==> config.mk <==
export PLATFORM = sky130hd
export DESIGN_NAME = accel_csr
export DESIGN_NICKNAME = d
export VERILOG_FILES = /design/src/design/csr_pkg.sv /design/src/design/csr_reg_if.sv /design/src/design/csr_decode.sv /design/src/design/csr_job_regs.sv /design/src/design/csr_status.sv /design/src/design/csr_dma_regs.sv /design/src/design/accel_csr.sv
export SDC_FILE = /design/constraint.sdc
export NUM_CORES = 1
export LEC_CHECK = 0
export ABC_AREA = 1
export BUFFER_PORTS_ARGS = -buffer_cell sky130_fd_sc_hd__buf_2
export CAP_MARGIN = 0
export CORE_MARGIN = 5
export CORE_UTILIZATION = 45
export CTS_CLUSTER_DIAMETER = 100
export DETAILED_ROUTE_END_ITERATION = 10
export PLACE_DENSITY = 0.7
export SETUP_SLACK_MARGIN = 0.2
export SLEW_MARGIN = 10
export SYNTH_ARGS = -nofsm -noshare
export SYNTH_HDL_FRONTEND = slang
export SYNTH_SLANG_ARGS = --single-unit
==> constraint.sdc <==
create_clock -name clk_gated -period 3.43 [get_ports clk_gated]
set_clock_uncertainty 0.2 [all_clocks]
set_input_delay 0.343 -clock clk_gated [delete_from_list [all_inputs] [get_ports clk_gated]]
set_output_delay 0.343 -clock clk_gated [all_outputs]
set_load 0.05 [all_outputs]
==> src/design/csr_pkg.sv <==
// ============================
// CSR package
// Address map, reset values, field positions and shared types
// for the accelerator host register block
// ============================
package csr_pkg;

  // Bus widths
  localparam int CSR_ADDR_W = 8;
  localparam int CSR_DATA_W = 32;

  // ============================
  // Address map, byte offsets
  // ============================
  localparam logic [CSR_ADDR_W-1:0] ADDR_CTRL      = 8'h00;
  localparam logic [CSR_ADDR_W-1:0] ADDR_DIMS_M    = 8'h04;
  localparam logic [CSR_ADDR_W-1:0] ADDR_DIMS_N    = 8'h08;
  localparam logic [CSR_ADDR_W-1:0] ADDR_DIMS_K    = 8'h0C;
  localparam logic [CSR_ADDR_W-1:0] ADDR_TILES_TM  = 8'h10;
  localparam logic [CSR_ADDR_W-1:0] ADDR_TILES_TN  = 8'h14;
  localparam logic [CSR_ADDR_W-1:0] ADDR_TILES_TK  = 8'h18;
  localparam logic [CSR_ADDR_W-1:0] ADDR_INDEX_M   = 8'h1C;
  localparam logic [CSR_ADDR_W-1:0] ADDR_INDEX_N   = 8'h20;
  localparam logic [CSR_ADDR_W-1:0] ADDR_INDEX_K   = 8'h24;
  localparam logic [CSR_ADDR_W-1:0] ADDR_BUFF      = 8'h28;
  localparam logic [CSR_ADDR_W-1:0] ADDR_SCALE_SA  = 8'h2C;
  localparam logic [CSR_ADDR_W-1:0] ADDR_SCALE_SW  = 8'h30;
  localparam logic [CSR_ADDR_W-1:0] ADDR_STATUS    = 8'h3C;
  // Weight DMA channel
  localparam logic [CSR_ADDR_W-1:0] ADDR_DMA_SRC   = 8'h90;
  localparam logic [CSR_ADDR_W-1:0] ADDR_DMA_DST   = 8'h94;
  localparam logic [CSR_ADDR_W-1:0] ADDR_DMA_LEN   = 8'h98;
  localparam logic [CSR_ADDR_W-1:0] ADDR_DMA_CTRL  = 8'h9C;
  localparam logic [CSR_ADDR_W-1:0] ADDR_DMA_BYTES = 8'hB8;

  // Float32 encoding of 1.0
  localparam logic [CSR_DATA_W-1:0] SCALE_ONE     = 32'h3F80_0000;
  // Read value for holes in the map
  localparam logic [CSR_DATA_W-1:0] BAD_ADDR_DATA = 32'hDEAD_BEEF;

  // ============================
  // Field positions
  // ============================
  // CTRL: start and abort are write-one pulses, irq_en is RW
  localparam int CTRL_START_BIT  = 0;
  localparam int CTRL_ABORT_BIT  = 1;
  localparam int CTRL_IRQ_EN_BIT = 2;
  // STATUS: busy is RO, done and illegal are W1C
  localparam int ST_BUSY_BIT     = 0;
  localparam int ST_DONE_BIT     = 1;
  localparam int ST_ILLEGAL_BIT  = 9;
  // DMA control
  localparam int DMA_START_BIT   = 0;
  localparam int DMA_BUSY_BIT    = 1;
  localparam int DMA_DONE_BIT    = 2;
  // BUFF read-bank mirrors
  localparam int BUFF_RD_A_BIT   = 8;
  localparam int BUFF_RD_B_BIT   = 9;

  // Decoded register of a host access
  typedef enum logic [4:0] {
    REG_NONE,
    REG_CTRL,
    REG_DIMS_M,
    REG_DIMS_N,
    REG_DIMS_K,
    REG_TILES_TM,
    REG_TILES_TN,
    REG_TILES_TK,
    REG_INDEX_M,
    REG_INDEX_N,
    REG_INDEX_K,
    REG_BUFF,
    REG_SCALE_SA,
    REG_SCALE_SW,
    REG_STATUS,
    REG_DMA_SRC,
    REG_DMA_DST,
    REG_DMA_LEN,
    REG_DMA_CTRL,
    REG_DMA_BYTES
  } csr_reg_e;

  // Module that owns a register
  typedef enum logic [1:0] {
    GRP_NONE,
    GRP_JOB,
    GRP_STATUS,
    GRP_DMA
  } csr_group_e;

  // Job configuration as seen by the core
  typedef struct packed {
    logic [CSR_DATA_W-1:0] m;
    logic [CSR_DATA_W-1:0] n;
    logic [CSR_DATA_W-1:0] k;
    logic [CSR_DATA_W-1:0] tm;
    logic [CSR_DATA_W-1:0] tn;
    logic [CSR_DATA_W-1:0] tk;
    logic [CSR_DATA_W-1:0] m_idx;
    logic [CSR_DATA_W-1:0] n_idx;
    logic [CSR_DATA_W-1:0] k_idx;
    logic [CSR_DATA_W-1:0] sa;
    logic [CSR_DATA_W-1:0] sw;
    logic                  bank_wr_a;
    logic                  bank_wr_b;
  } job_cfg_t;

endpackage

==> src/design/csr_reg_if.sv <==
// ============================
// Register group bus
// Decoder to group link: strobe, selector, data both ways
// ============================
`timescale 1ns/1ps

interface csr_reg_if import csr_pkg::*; ();

  // Write strobe, only for the owning group
  logic                  wr;
  // Decoded register, shared by reads and writes
  csr_reg_e              sel;
  logic [CSR_DATA_W-1:0] wdata;
  // Read data of the selected register, zero if not ours
  logic [CSR_DATA_W-1:0] rdata;

  modport decoder (
    output wr,
    output sel,
    output wdata,
    input  rdata
  );

  modport regs (
    input  wr,
    input  sel,
    input  wdata,
    output rdata
  );

endinterface

==> src/design/csr_decode.sv <==
// ============================
// CSR address decoder
// Maps host addresses to registers, steers writes to the
// owning group and selects host read data
// ============================
`timescale 1ns/1ps

module csr_decode import csr_pkg::*; (
  input  logic                  wen,
  // Read data is valid whenever addressed, ren only qualifies the host side
  input  logic                  ren,
  input  logic [CSR_ADDR_W-1:0] addr,
  input  logic [CSR_DATA_W-1:0] wdata,
  output logic [CSR_DATA_W-1:0] rdata,
  csr_reg_if.decoder            job_bus,
  csr_reg_if.decoder            status_bus,
  csr_reg_if.decoder            dma_bus
);

  csr_reg_e   reg_sel;
  csr_group_e grp;

  // ============================
  // Address to register
  // ============================
  always_comb begin
    case (addr)
      ADDR_CTRL:      reg_sel = REG_CTRL;
      ADDR_DIMS_M:    reg_sel = REG_DIMS_M;
      ADDR_DIMS_N:    reg_sel = REG_DIMS_N;
      ADDR_DIMS_K:    reg_sel = REG_DIMS_K;
      ADDR_TILES_TM:  reg_sel = REG_TILES_TM;
      ADDR_TILES_TN:  reg_sel = REG_TILES_TN;
      ADDR_TILES_TK:  reg_sel = REG_TILES_TK;
      ADDR_INDEX_M:   reg_sel = REG_INDEX_M;
      ADDR_INDEX_N:   reg_sel = REG_INDEX_N;
      ADDR_INDEX_K:   reg_sel = REG_INDEX_K;
      ADDR_BUFF:      reg_sel = REG_BUFF;
      ADDR_SCALE_SA:  reg_sel = REG_SCALE_SA;
      ADDR_SCALE_SW:  reg_sel = REG_SCALE_SW;
      ADDR_STATUS:    reg_sel = REG_STATUS;
      ADDR_DMA_SRC:   reg_sel = REG_DMA_SRC;
      ADDR_DMA_DST:   reg_sel = REG_DMA_DST;
      ADDR_DMA_LEN:   reg_sel = REG_DMA_LEN;
      ADDR_DMA_CTRL:  reg_sel = REG_DMA_CTRL;
      ADDR_DMA_BYTES: reg_sel = REG_DMA_BYTES;
      // Holes and dropped blocks
      default:        reg_sel = REG_NONE;
    endcase
  end

  // Register to owning group
  always_comb begin
    case (reg_sel)
      REG_CTRL, REG_STATUS: grp = GRP_STATUS;
      REG_DIMS_M, REG_DIMS_N, REG_DIMS_K,
      REG_TILES_TM, REG_TILES_TN, REG_TILES_TK,
      REG_INDEX_M, REG_INDEX_N, REG_INDEX_K,
      REG_BUFF, REG_SCALE_SA, REG_SCALE_SW: grp = GRP_JOB;
      REG_DMA_SRC, REG_DMA_DST, REG_DMA_LEN,
      REG_DMA_CTRL, REG_DMA_BYTES: grp = GRP_DMA;
      default: grp = GRP_NONE;
    endcase
  end

  // ============================
  // Group buses
  // ============================
  // Selector and data fan out to all groups
  assign job_bus.sel      = reg_sel;
  assign job_bus.wdata    = wdata;
  assign status_bus.sel   = reg_sel;
  assign status_bus.wdata = wdata;
  assign dma_bus.sel      = reg_sel;
  assign dma_bus.wdata    = wdata;

  // Strobe only the owner
  assign job_bus.wr    = wen && (grp == GRP_JOB);
  assign status_bus.wr = wen && (grp == GRP_STATUS);
  assign dma_bus.wr    = wen && (grp == GRP_DMA);

  // Host read data from the owner, zero latency
  always_comb begin
    case (grp)
      GRP_JOB:    rdata = job_bus.rdata;
      GRP_STATUS: rdata = status_bus.rdata;
      GRP_DMA:    rdata = dma_bus.rdata;
      default:    rdata = BAD_ADDR_DATA;
    endcase
  end

endmodule

==> src/design/csr_job_regs.sv <==
// ============================
// Job configuration registers
// Dimensions, tiles, indices, bank selects and scales
// ============================
`timescale 1ns/1ps

module csr_job_regs import csr_pkg::*; (
  input  logic      clk_gated,
  input  logic      rst_n,
  csr_reg_if.regs   bus,
  // Read bank mirrors from the core
  input  logic      bank_rd_a,
  input  logic      bank_rd_b,
  output job_cfg_t  cfg
);

  job_cfg_t cfg_q;

  // ============================
  // Register writes
  // ============================
  always_ff @(posedge clk_gated or negedge rst_n) begin
    if (!rst_n) begin
      cfg_q    <= '0;
      // Unity scale until software sets one
      cfg_q.sa <= SCALE_ONE;
      cfg_q.sw <= SCALE_ONE;
    end else if (bus.wr) begin
      case (bus.sel)
        REG_DIMS_M:   cfg_q.m     <= bus.wdata;
        REG_DIMS_N:   cfg_q.n     <= bus.wdata;
        REG_DIMS_K:   cfg_q.k     <= bus.wdata;
        REG_TILES_TM: cfg_q.tm    <= bus.wdata;
        REG_TILES_TN: cfg_q.tn    <= bus.wdata;
        REG_TILES_TK: cfg_q.tk    <= bus.wdata;
        REG_INDEX_M:  cfg_q.m_idx <= bus.wdata;
        REG_INDEX_N:  cfg_q.n_idx <= bus.wdata;
        REG_INDEX_K:  cfg_q.k_idx <= bus.wdata;
        // Only the write-bank bits are writable
        REG_BUFF: begin
          cfg_q.bank_wr_a <= bus.wdata[0];
          cfg_q.bank_wr_b <= bus.wdata[1];
        end
        REG_SCALE_SA: cfg_q.sa    <= bus.wdata;
        REG_SCALE_SW: cfg_q.sw    <= bus.wdata;
        default: ;
      endcase
    end
  end

  // ============================
  // Readback
  // ============================
  always_comb begin
    bus.rdata = '0;
    case (bus.sel)
      REG_DIMS_M:   bus.rdata = cfg_q.m;
      REG_DIMS_N:   bus.rdata = cfg_q.n;
      REG_DIMS_K:   bus.rdata = cfg_q.k;
      REG_TILES_TM: bus.rdata = cfg_q.tm;
      REG_TILES_TN: bus.rdata = cfg_q.tn;
      REG_TILES_TK: bus.rdata = cfg_q.tk;
      REG_INDEX_M:  bus.rdata = cfg_q.m_idx;
      REG_INDEX_N:  bus.rdata = cfg_q.n_idx;
      REG_INDEX_K:  bus.rdata = cfg_q.k_idx;
      REG_BUFF: begin
        // Write banks low, live read banks above
        bus.rdata[0]             = cfg_q.bank_wr_a;
        bus.rdata[1]             = cfg_q.bank_wr_b;
        bus.rdata[BUFF_RD_A_BIT] = bank_rd_a;
        bus.rdata[BUFF_RD_B_BIT] = bank_rd_b;
      end
      REG_SCALE_SA: bus.rdata = cfg_q.sa;
      REG_SCALE_SW: bus.rdata = cfg_q.sw;
      default:      bus.rdata = '0;
    endcase
  end

  // Live configuration to the core
  assign cfg = cfg_q;

endmodule

==> src/design/csr_status.sv <==
// ============================
// Control and status registers
// CTRL pulses with start guard, sticky STATUS bits
// ============================
`timescale 1ns/1ps

module csr_status import csr_pkg::*; (
  input  logic      clk_gated,
  input  logic      rst_n,
  csr_reg_if.regs   bus,
  input  job_cfg_t  cfg,
  input  logic      core_busy,
  input  logic      core_done_tile,
  input  logic      illegal_cmd,
  output logic      start_pulse,
  output logic      abort_pulse,
  output logic      irq_en
);

  logic ctrl_wr;
  logic status_wr;
  logic start_req;
  logic tiles_zero;
  logic start_blocked;
  logic st_done;
  logic st_illegal;

  // Write decode within the group
  assign ctrl_wr   = bus.wr && (bus.sel == REG_CTRL);
  assign status_wr = bus.wr && (bus.sel == REG_STATUS);

  // ============================
  // Start guard
  // ============================
  // Commands stay quiet while reset is held
  assign start_req     = rst_n && ctrl_wr && bus.wdata[CTRL_START_BIT];
  // Any zero tile size makes the job unrunnable
  assign tiles_zero    = (cfg.tm == '0) || (cfg.tn == '0) || (cfg.tk == '0);
  assign start_blocked = start_req && (core_busy || tiles_zero);
  assign start_pulse   = start_req && !core_busy && !tiles_zero;
  assign abort_pulse   = rst_n && ctrl_wr && bus.wdata[CTRL_ABORT_BIT];

  // irq_en and sticky bits
  always_ff @(posedge clk_gated or negedge rst_n) begin
    if (!rst_n) begin
      irq_en     <= 1'b0;
      st_done    <= 1'b0;
      st_illegal <= 1'b0;
    end else begin
      if (ctrl_wr)
        irq_en <= bus.wdata[CTRL_IRQ_EN_BIT];
      // Set beats a same-cycle W1C
      if (core_done_tile)
        st_done <= 1'b1;
      else if (status_wr && bus.wdata[ST_DONE_BIT])
        st_done <= 1'b0;
      if (illegal_cmd || start_blocked)
        st_illegal <= 1'b1;
      else if (status_wr && bus.wdata[ST_ILLEGAL_BIT])
        st_illegal <= 1'b0;
    end
  end

  // Readback with the pulse bits always at 0
  always_comb begin
    bus.rdata = '0;
    case (bus.sel)
      REG_CTRL:
        bus.rdata[CTRL_IRQ_EN_BIT] = irq_en;
      REG_STATUS: begin
        bus.rdata[ST_BUSY_BIT]    = core_busy;
        bus.rdata[ST_DONE_BIT]    = st_done;
        bus.rdata[ST_ILLEGAL_BIT] = st_illegal;
      end
      default: bus.rdata = '0;
    endcase
  end

endmodule

==> src/design/csr_dma_regs.sv <==
// ============================
// Weight DMA channel registers
// Source, destination, length, start pulse and done flag
// ============================
`timescale 1ns/1ps

module csr_dma_regs import csr_pkg::*; (
  input  logic                  clk_gated,
  input  logic                  rst_n,
  csr_reg_if.regs               bus,
  input  logic                  dma_busy,
  input  logic                  dma_done,
  input  logic [CSR_DATA_W-1:0] dma_bytes,
  output logic [CSR_DATA_W-1:0] dma_src,
  output logic [CSR_DATA_W-1:0] dma_dst,
  output logic [CSR_DATA_W-1:0] dma_len,
  output logic                  dma_start_pulse
);

  logic ctrl_wr;
  logic st_dma_done;

  assign ctrl_wr         = bus.wr && (bus.sel == REG_DMA_CTRL);
  // Kick the channel in the write cycle once out of reset
  assign dma_start_pulse = rst_n && ctrl_wr && bus.wdata[DMA_START_BIT];

  // Address and length registers
  always_ff @(posedge clk_gated or negedge rst_n) begin
    if (!rst_n) begin
      dma_src <= '0;
      dma_dst <= '0;
      dma_len <= '0;
    end else if (bus.wr) begin
      case (bus.sel)
        REG_DMA_SRC: dma_src <= bus.wdata;
        REG_DMA_DST: dma_dst <= bus.wdata;
        REG_DMA_LEN: dma_len <= bus.wdata;
        default: ;
      endcase
    end
  end

  // Done flag where completion wins over a clear
  always_ff @(posedge clk_gated or negedge rst_n) begin
    if (!rst_n)
      st_dma_done <= 1'b0;
    else if (dma_done)
      st_dma_done <= 1'b1;
    else if (ctrl_wr && bus.wdata[DMA_DONE_BIT])
      st_dma_done <= 1'b0;
  end

  // Readback
  always_comb begin
    bus.rdata = '0;
    case (bus.sel)
      REG_DMA_SRC:   bus.rdata = dma_src;
      REG_DMA_DST:   bus.rdata = dma_dst;
      REG_DMA_LEN:   bus.rdata = dma_len;
      REG_DMA_CTRL: begin
        bus.rdata[DMA_BUSY_BIT] = dma_busy;
        bus.rdata[DMA_DONE_BIT] = st_dma_done;
      end
      REG_DMA_BYTES: bus.rdata = dma_bytes;
      default:       bus.rdata = '0;
    endcase
  end

endmodule

==> src/design/accel_csr.sv <==
// ============================
// Accelerator CSR top
// Host register block: decoder plus job, status and DMA groups
// ============================
`timescale 1ns/1ps

module accel_csr import csr_pkg::*; (
  input  logic                  clk_gated,
  input  logic                  rst_n,
  // Host bus
  input  logic                  wen,
  input  logic                  ren,
  input  logic [CSR_ADDR_W-1:0] addr,
  input  logic [CSR_DATA_W-1:0] wdata,
  output logic [CSR_DATA_W-1:0] rdata,
  // Core events
  input  logic                  core_busy,
  input  logic                  core_done_tile,
  input  logic                  illegal_cmd,
  input  logic                  bank_rd_a,
  input  logic                  bank_rd_b,
  // DMA status
  input  logic                  dma_busy,
  input  logic                  dma_done,
  input  logic [CSR_DATA_W-1:0] dma_bytes,
  // Core commands
  output logic                  start_pulse,
  output logic                  abort_pulse,
  output logic                  irq_en,
  // Job configuration
  output logic [CSR_DATA_W-1:0] dim_m,
  output logic [CSR_DATA_W-1:0] dim_n,
  output logic [CSR_DATA_W-1:0] dim_k,
  output logic [CSR_DATA_W-1:0] tile_m,
  output logic [CSR_DATA_W-1:0] tile_n,
  output logic [CSR_DATA_W-1:0] tile_k,
  output logic [CSR_DATA_W-1:0] idx_m,
  output logic [CSR_DATA_W-1:0] idx_n,
  output logic [CSR_DATA_W-1:0] idx_k,
  output logic                  bank_wr_a,
  output logic                  bank_wr_b,
  output logic [CSR_DATA_W-1:0] scale_a,
  output logic [CSR_DATA_W-1:0] scale_b,
  // Weight DMA channel
  output logic [CSR_DATA_W-1:0] dma_src,
  output logic [CSR_DATA_W-1:0] dma_dst,
  output logic [CSR_DATA_W-1:0] dma_len,
  output logic                  dma_start_pulse
);

  job_cfg_t cfg;

  // One bus per register group
  csr_reg_if job_bus ();
  csr_reg_if status_bus ();
  csr_reg_if dma_bus ();

  // ============================
  // Instances
  // ============================
  csr_decode csr_decode_inst (
    .wen        (wen),
    .ren        (ren),
    .addr       (addr),
    .wdata      (wdata),
    .rdata      (rdata),
    .job_bus    (job_bus),
    .status_bus (status_bus),
    .dma_bus    (dma_bus)
  );

  csr_job_regs csr_job_regs_inst (
    .clk_gated (clk_gated),
    .rst_n     (rst_n),
    .bus       (job_bus),
    .bank_rd_a (bank_rd_a),
    .bank_rd_b (bank_rd_b),
    .cfg       (cfg)
  );

  // Tile sizes feed the start guard
  csr_status csr_status_inst (
    .clk_gated      (clk_gated),
    .rst_n          (rst_n),
    .bus            (status_bus),
    .cfg            (cfg),
    .core_busy      (core_busy),
    .core_done_tile (core_done_tile),
    .illegal_cmd    (illegal_cmd),
    .start_pulse    (start_pulse),
    .abort_pulse    (abort_pulse),
    .irq_en         (irq_en)
  );

  csr_dma_regs csr_dma_regs_inst (
    .clk_gated       (clk_gated),
    .rst_n           (rst_n),
    .bus             (dma_bus),
    .dma_busy        (dma_busy),
    .dma_done        (dma_done),
    .dma_bytes       (dma_bytes),
    .dma_src         (dma_src),
    .dma_dst         (dma_dst),
    .dma_len         (dma_len),
    .dma_start_pulse (dma_start_pulse)
  );

  // Unpack job configuration onto plain ports
  assign dim_m     = cfg.m;
  assign dim_n     = cfg.n;
  assign dim_k     = cfg.k;
  assign tile_m    = cfg.tm;
  assign tile_n    = cfg.tn;
  assign tile_k    = cfg.tk;
  assign idx_m     = cfg.m_idx;
  assign idx_n     = cfg.n_idx;
  assign idx_k     = cfg.k_idx;
  assign bank_wr_a = cfg.bank_wr_a;
  assign bank_wr_b = cfg.bank_wr_b;
  assign scale_a   = cfg.sa;
  assign scale_b   = cfg.sw;

endmodule

# After elaboration in Yosys (flattened, before gate mapping)
# Memory sizes are Yosys's and may differ from the RTL's.
# Index checks and enable logic that the tools add are counted.
word_totals:
  word_cells: 124
  inputBits: 83
  output_inout_bits: 486
  mem_count: 1
  rom_bits: 64
  regBits: 454
mem_list:
  columns: ["name", "depth", "word_bits", "rd", "rd_clocked_by_memory_dff", "wr", "line_no", "text"]
  rows:
  - ["(name not given)", 32, 2, 1, 0, 0, "csr_decode.sv:54", "case (reg_sel)"]
op_classes:
  n_reduce_logical: 45
  n_eq_ne: 40
  n_mux: 18
op_table:
  columns: ["operator", "count"]
  rows:
  - ["one-hot mux 22 bit (11 select lines)", 1]
  - ["one-hot mux 29 bit (4 select lines)", 1]
  - ["logical NOT 32 bit", 3]
  - ["one-hot mux 32 bit (3 select lines)", 1]
  - ["one-hot mux 5 bit (19 select lines)", 1]
  - ["one-hot mux 6 bit (11 select lines)", 1]
  - ["== test 8 x 6 -> 1 bit, second input constant", 6]
  - ["one-hot mux 2 bit (12 select lines)", 2]
  - ["== test 5 x 4 -> 1 bit, second input constant", 8]
  - ["== test 8 bit, second input constant", 5]
  - ["== test 8 x 5 -> 1 bit, second input constant", 4]
  - ["AND reduction 2 bit", 15]
  - ["== test 5 x 3 -> 1 bit, second input constant", 4]
  - ["== test 5 bit, second input constant", 4]
  - ["logical AND 1 bit", 17]
  - ["== test 8 x 4 -> 1 bit, second input constant", 2]
  - ["== test 5 x 2 -> 1 bit, second input constant", 2]
  - ["one-hot mux 2 bit (5 select lines)", 1]
  - ["== test 8 x 3 -> 1 bit, second input constant", 1]
  - ["logical NOT 8 bit", 1]
  - ["2-to-1 mux 1 bit", 8]
  - ["nonzero test 2 bit", 3]
  - ["== test 5 x 1 -> 1 bit, second input constant", 1]
  - ["== test 2 bit, second input constant", 2]
  - ["other kinds (5)", 9]

# Depth between registers and ports, before layout
# Gate-level depths: netlist (run 1).
# An unclocked memory read counts as a cell.
depth:
  ltp_word: 11
  ltp_mapped: 16
  mapped_depth_nobuf: 15

# Hierarchy
# A second synthesis (run 1) with hierarchy kept.
unflattened:
  hier_cells: 3137
  area_unflattened_um2: 24116.9
by_module_without_submodules:
  columns: ["mod", "cells_each", "n_inst", "seq_area_each_um2", "area_each_um2"]
  rows:
  - ["csr_job_regs", 1986, 1, 8876.0, 16106.7]
  - ["csr_dma_regs", 596, 1, 2427.3, 4949.7]
  - ["csr_decode", 396, 1, 0.0, 2257.2]
  - ["csr_status", 159, 1, 75.1, 803.3]

# Least setup slack after synthesis (run 1)
# Ideal clock, no wire load.
synth_path:
  path_kind: "input to output"
  startpoint: "input addr[4]"
  endpoint: "output abort_pulse"
  required_time_ps: 2887
  n_path_buf: 0
  arrival_ps: 2432
  stages: 11
  slack_ps: 455
  cell_sequence: "inv_1 nor2_1 nand2_2 inv_2 nand2_2 nand2_1 nor3_1 nand2_1 nand2_1 nand4_1 nor3_1"
synth_between:
  elab_chain_len: 8
  elab_cells_between_ends: 27
  classes_between: "20 x eq/ne; 1 x mux; 5 x reduce/logical; 1 x memory"
synth_lines:
  columns: ["element", "line_no", "text"]
  rows:
  - ["start, declared", "accel_csr.sv:13", "input logic [CSR_ADDR_W-1:0] addr,"]
  - ["== test 8 bit (tied with other cells)", "csr_decode.sv:27", "case (addr)"]
  - ["one-hot mux 5 bit (19 select lines) (*)", "csr_decode.sv:27", null]
  - ["memory read (32 x 2 bit)", null, null]
  - ["== test 2 bit", "csr_decode.sv:79", "assign status_bus.wr = wen && (grp == GRP_STATUS);"]
  - ["logical AND 1 bit", "csr_decode.sv:79", null]
  - ["logical AND 1 bit (*)", "csr_status.sv:29", "assign ctrl_wr = bus.wr && (bus.sel == REG_CTRL);"]
  - ["logical AND 1 bit (*) (2 in a row)", "csr_status.sv:41", "assign abort_pulse = rst_n && ctrl_wr && bus.wdata[CTRL_ABORT_BIT];"]
  - ["end, declared", "accel_csr.sv:28", "output logic abort_pulse,"]
# Mark *: on every way between the ends. The rest lies on a longest branch, timed or not.

# Worst setup path in the final report (run 1)
layout_path:
  startpoint: "input addr[4]"
  endpoint: "output rdata[8]"
layout_between:
  elab_chain_len: 5
  elab_cells_between_ends: 43
  classes_between: "37 x eq/ne; 4 x mux; 1 x reduce/logical; 1 x memory"
layout_lines:
  columns: ["element", "line_no", "text"]
  rows:
  - ["== test 8 bit (tied with other cells)", "csr_decode.sv:27", null]
  - ["one-hot mux 5 bit (19 select lines) (*)", "csr_decode.sv:27", null]
  - ["memory read (32 x 2 bit) (tied with other cells)", null, null]
  - ["== test 2 bit (tied with other cells)", "csr_decode.sv:84", "case (grp)"]
  - ["one-hot mux 32 bit (3 select lines) (*)", "csr_decode.sv:84", null]
  - ["end, declared", "accel_csr.sv:15", "output logic [CSR_DATA_W-1:0] rdata,"]
# Marked as above.

==> results of run 1 <==
Yosys cell counts (all sizes together):
library cell,number
nand2,809
o21ai,469
dfrtp,440
inv,141
buf,85
nand4,80
clkbuf,79
nor2,69
a22o,49
nor3,32
nor4,22
o2111ai,20
a221oi,14
dfstp,14
a32o,13
a21oi,9
nand3,9
clkinv,5
o21a,3
o22ai,3
a21o,1
nor3b,1
o221ai,1
sequential cells by signal, indices dropped and copies added, names as in the netlist:
register and flops:
csr_dma_regs_inst.st_dma_done 1, csr_job_regs_inst.cfg 354, csr_status_inst.st_illegal 1, csr_dma_regs_inst.dma_dst 32
csr_dma_regs_inst.dma_len 32, csr_status_inst.st_done 1, csr_status_inst.irq_en 1, csr_dma_regs_inst.dma_src 32
what timing repair did:
| item | 4_1_cts | 5_1_grt |
|---|---|---|
| pin swaps | 0 | 1 |
| gates resized for setup | 3 | 13 |
| setup buffers | 0 | 1 |
| hold buffers | 38 | 0 |
| endpoints found under the hold margin | 76 | 0 |
| setup endpoints to repair | 3 | 32 |
kinds of logic after synthesis:
| group | Yosys count | share of synthesized area (%) |
|---|---|---|
| AOI/OAI and AO/OA | 582 | 17.2 |
| buffers and inverters | 310 | 7.74 |
| DFF | 454 | 54.1 |
| and+or+nand+nor | 1022 | 21.0 |
critical path: cells and delay by family:
family	cells	cell delay, ns
buf+inv	6	0.99
simple gates	7	0.98
compound gates	1	0.26
cell type report:
type | count | area share, %
inverter | 146 | 2.12
clock buffer | 78 | 5.82
clock inverter | 10 | 0.239
antenna | 3 | 0.0286
multi-input combinational | 1604 | 31.0
timing repair buffer | 649 | 14.5
tap | 607 | 2.90
sequential | 454 | 43.4
metrics by stage:
stage / hold WS [ns] / cells
finish: 0.0706 / 3551
global route: 0.107 / 3551
CTS: 0.0575 / 3547
detailed placement: 0.0805 / 3421
global placement: 0.0826 / 3421
floorplan: -0.153 / 2368
where the power goes:
| group | leakage, nW | switching (W) | internal [W] |
|---|---|---|---|
| Clock | 0.785 | 0.00219 | 0.00303 |
| Combinational | 6.35 | 0.000784 | 0.000200 |
| Sequential | 6.13 | 0.0000639 | 0.00543 |
| Total | 13.3 | 0.00303 | 0.00867 |
final timing paths:
| check | slack, ns | endpoint | cells past startpoint | from |
|---|---|---|---|---|
| max | 0.30 | rdata[8] | 14 | addr[4] |
| min | 0.07 | csr_dma_regs_inst.dma_src[11] | 2 | rst_n |
| max reg2reg | 0.84 | csr_status_inst.st_illegal | 7 | csr_job_regs_inst.cfg[238] |
| min reg2reg | 0.28 | csr_job_regs_inst.cfg[63] | 2 | csr_job_regs_inst.cfg[63] |
| max in group asynchronous | 1.52 | csr_job_regs_inst.cfg[125] | 3 | rst_n |
| min in group clk_gated | 0.18 | csr_job_regs_inst.cfg[178] | 3 | wdata[16] |
per-layer routing:
metal	part of all wire (%)	vias to the layer above	GRT usage, %	routed length (um)
met4	3.6	2	10.8	3100
met2	45	1155	49.7	39000
met1	40	9884	45.4	34800
met3	11	177	8.38	9230
li1	-	9009	-	-
met5	0.0081	-	0	7
==> metrics.csv, run 1 <==
metric,value,unit
worst_setup_path_start_kind,input pin,
area_growth,24.5,%
setup_viol,0,
drtPass1Iterations,6,
hp-class,in2async,
final_antenna_net_count,0,
h-tree-depth,2,
final.setup.tns,0,ns
cts_tree,built,
vdd_ir_drop_max,0.366,mV
crit_path_cell_trace,"buf_2, inv_1, nor2_1, nand2_2, inv_2, nand2_1, nand2_1, a21oi_4, nand4_2, clkinv_2, buf_12, nand2_1, nand4_1, buf_2",
cts_sinks,454,
fin_util,56.4,%
grt_pass1_vias,18900,
syn_area_per_cell,8.89,um2
initial_core_util,45.3,%
viasPerCell,5.70,
multi_input_area,0.00813,mm2
final_cell_mix,"nand2_1, buf_2, dfrtp_1",
outcome,finished clean,
rows,79,
setup.worst_path.end_class,output pin,
layout_commonest_cell,nand2_1,
seqCellArea,0.0114,mm2
gp_congestion,0.988,
die_h,226,um
synth_area_leaders,"dfrtp_1, nand2_1, o21ai_1, o21ai_0, o21ai_2",
synthDistinctLibCells,44,
dpl_cell_area,0.0242,mm2
totalPowerFinal,0.0117,W
dpl.hpwl,63.0,mm
path_clk_slew,0.06,ns
vias,20200,
final_nets,2987,
insertion_delay,0.59,ns
drc,0,
crit_required,2.89,ns
drt_iter0_markers,2473,
power.leakage,13.3,nW
stdcell_area,0.0262,mm2
ioPinCount,569,
core_area,0.0465,mm2
die_w,226,um
hold_viol_final,0,
clock.fmax,0.319,GHz
drive_above_1_share,28.8,%
power.density,446,mW/mm2
ys_warn_count,0,
synth_cells,2368,
slew_headroom,21.5,%
synth_nets,2451,
numCtsBuffers,49,
yosysTopAreaCell,dfrtp_1,
min_period,3.13,ns
maxCapViolations,0,
die_area,0.0512,mm2
synth_seq_cells,454,
clock_path_buffers,3,
n_fill_cell,4250,
arrival,2.59,ns
wl_per_cell,24.3,um
drt-total-wl,86.2,mm
post-place-ws,0.146,ns
seq_area_frac_synth,54.1,%
antenna_found_initial,5,
synth_top_area_share,52.3,%
cts-root-buf,clkbuf_16,
path_class,in2out,
overflow,0,
track_usage,32.4,%
tightest_slew,1.18,ns
slew_viol_final,0,
grt_pass1_wl,125,mm
fin_crit_sh,91.3,%
setup_ws,0.299,ns
crit_slowest_cell,buf_2,
grt_max_degree,178,
portBuffers,567,
crit_path_max_fanout,31,
slowest_delay,0.31,ns
cpMostUsedCell,nand2_1,
rsz0062_at_grt,true,
synth_area,0.0211,mm2
(Power assumes the default switching activity.)
==> run 2: changes to the inputs <==
--- a/config.mk
+++ b/config.mk
@@ -12,7 +12,7 @@
 export CORE_UTILIZATION = 45
 export CTS_CLUSTER_DIAMETER = 100
 export DETAILED_ROUTE_END_ITERATION = 10
-export PLACE_DENSITY = 0.7
+export PLACE_DENSITY_LB_ADDON = 0.25
 export SETUP_SLACK_MARGIN = 0.2
 export SLEW_MARGIN = 10
 export SYNTH_ARGS = -nofsm -noshare
==> run 2 against run 1 <==
Against the previous run: sequential share of layout area down 0.11 points; routed wire length is 0.73% higher; flip-flop and latch count stayed put; critical path depth shrank 1; register-to-register slack got worse by 0.05 ns; total power grew 1.3%; non-clock buffer count rose by 6; global-route usage is 0.26 points higher; clock-buffer cell count decreased by 2; critical endpoint is now rdata[29]; largest cell class unchanged.
==> metrics.csv, run 2 (synthesized netlist as in run 1, its figures left out) <==
metric,value,unit
cts_tree,built,
final_nets,2994,
layout_commonest_cell,nand2_1,
slew_viol_final,0,
power.clock.fraction,45.3,%
maxCapViolations,0,
min_period,3.19,ns
portBuffers,567,
hold_ws,0.157,ns
drt-total-wl,86.8,mm
antenna_found_initial,4,
numCtsBuffers,50,
grt_pass1_wl,127,mm
final_antenna_net_count,0,
rsz0062_at_grt,true,
outcome,finished clean,
crit_path_max_fanout,25,
track_usage,32.7,%
die_w,226,um
crit_required,2.89,ns
slowest_delay,0.58,ns
path_class,in2out,
hold_viol_final,0,
fin_crit_sh,93.1,%
dp_cells,3423,
rows,79,
initial_core_util,45.3,%
die_area,0.0512,mm2
grt_pass1_vias,19300,
arrival,2.65,ns
switching_share,25.8,%
clock.fmax,0.313,GHz
overflow,0,
drt_iter0_markers,2172,
cts_sinks,454,
largest_register_ff_count,354,
stdcell_area,0.0263,mm2
gp_congestion,0.979,
area_growth,24.8,%
h-tree-depth,2,
drc,0,
p_switching,0.00306,W
insertion_delay,0.59,ns
setup.worst_path.end_class,output pin,
drtPass1Iterations,5,
vias,20200,
die_h,226,um
slew_headroom,44.0,%
final_cell_mix,"nand2_1, buf_2, dfrtp_1",
power.density,451,mW/mm2
core_area,0.0465,mm2
viasPerCell,5.68,
cpLargestDelayFamily,simple AND/OR/NAND/NOR gates,
worst_setup_path_start_kind,input pin,
ioPinCount,569,
seqPwrFrac,46.4,%
crit_slowest_cell,nor3_1,
dpl_cell_area,0.0241,mm2
vdd_ir_drop_max,0.367,mV
power_frac_comb,8.4,%
dpl.hpwl,63.8,mm
cp.buffers_inverters,6,
clock_path_buffers,3,
path_clk_slew,0.06,ns
final.setup.tns,0,ns
power.leakage,13.3,nW
grt_max_degree,144,
crit_path_cell_trace,"buf_2, inv_2, nor2_1, nand2_2, inv_2, nand2_1, inv_2, buf_4, nand2_1, nand4_1, nor3_1, nand4_1, buf_2",
cts-root-buf,clkbuf_16,
final_cells,3560,
hp-class,in2async,
drive_above_1_share,28.7,%
setup_viol,0,
tightest_slew,0.840,ns
cpMostUsedCell,inv_2,
wl_per_cell,24.4,um
intPower,0.00879,W
[run 2: cell types whose count changed in the layout (fill, tap and decap cells not counted), moves of 4 or more]
cell	before	now
buf_2	561	552
buf_4	30	36
clkbuf_4	1	11
clkbuf_8	19	9
nor3_2	8	4
nor3_1	23	27
clkbuf_1	10	16
[run 2: per-layer routing]
metal  global-route usage (%)  vias up  routed length (um)  share of wire, %
met4                     11.5        2                3170               3.6
met1                     45.3     9910               35800                41
met2                     50.4     1094               39100                45
li1                         -     9036                   -                 -
met3                     8.36      188                8800                10
met5                        0        -                  13             0.015
[run 2: path summary, 6_finish.rpt]
check                                           startpoint                    endpoint  slack, ns  cells past startpoint
min in group clk_gated                            wdata[9]  csr_job_regs_inst.cfg[203]       0.17                      3
worst min-delay path                                 rst_n   csr_job_regs_inst.cfg[61]       0.16                      2
max in group asynchronous                            rst_n  csr_job_regs_inst.cfg[124]       1.93                      3
worst max register to register  csr_job_regs_inst.cfg[238]  csr_status_inst.st_illegal       0.79                      7
worst max-delay path                               addr[2]                   rdata[29]       0.24                     13
worst min register to register   csr_job_regs_inst.cfg[60]   csr_job_regs_inst.cfg[60]       0.29                      2
[run 2: metrics by stage]
step                setup WS, ns  total power, W  utilization, %
floorplan                  0.455         0.00612               -
global placement           0.110         0.00653            51.9
detailed placement         0.105         0.00654            51.9
CTS                        0.183          0.0119            56.3
global route               0.152          0.0122            56.6
finish                     0.236          0.0119            56.6
[run 2: repair_timing]
action / CTS / global route
hold endpoints to repair: 482 / 0
pin swaps: 0 / 1
hold buffers: 39 / 0
resized for setup: 4 / 19
buffers inserted: 0 / 4
endpoints found under the setup margin: 29 / 30
[run 2: layout make-up]
class                   instances  area [um2]
clock inverters                14         158
repair buffers                655        3830
inverters                     146         564
multi-input cells            1604        8110
clock buffers                  76        1460
fillers                      4281       20200
well taps                     607         759
diodes                          4        10.0
flip-flops and latches        454       11400
[run 2: power by group through the flow]
stage                     registers, W  clock network (W)  logic [W]
final                          0.00550            0.00537   0.000990
after detailed placement       0.00559                  0   0.000947
after CTS                      0.00550            0.00545   0.000983
after floorplan                0.00585                  0   0.000266
after global routing           0.00550            0.00566    0.00105
after global placement         0.00559                  0   0.000941
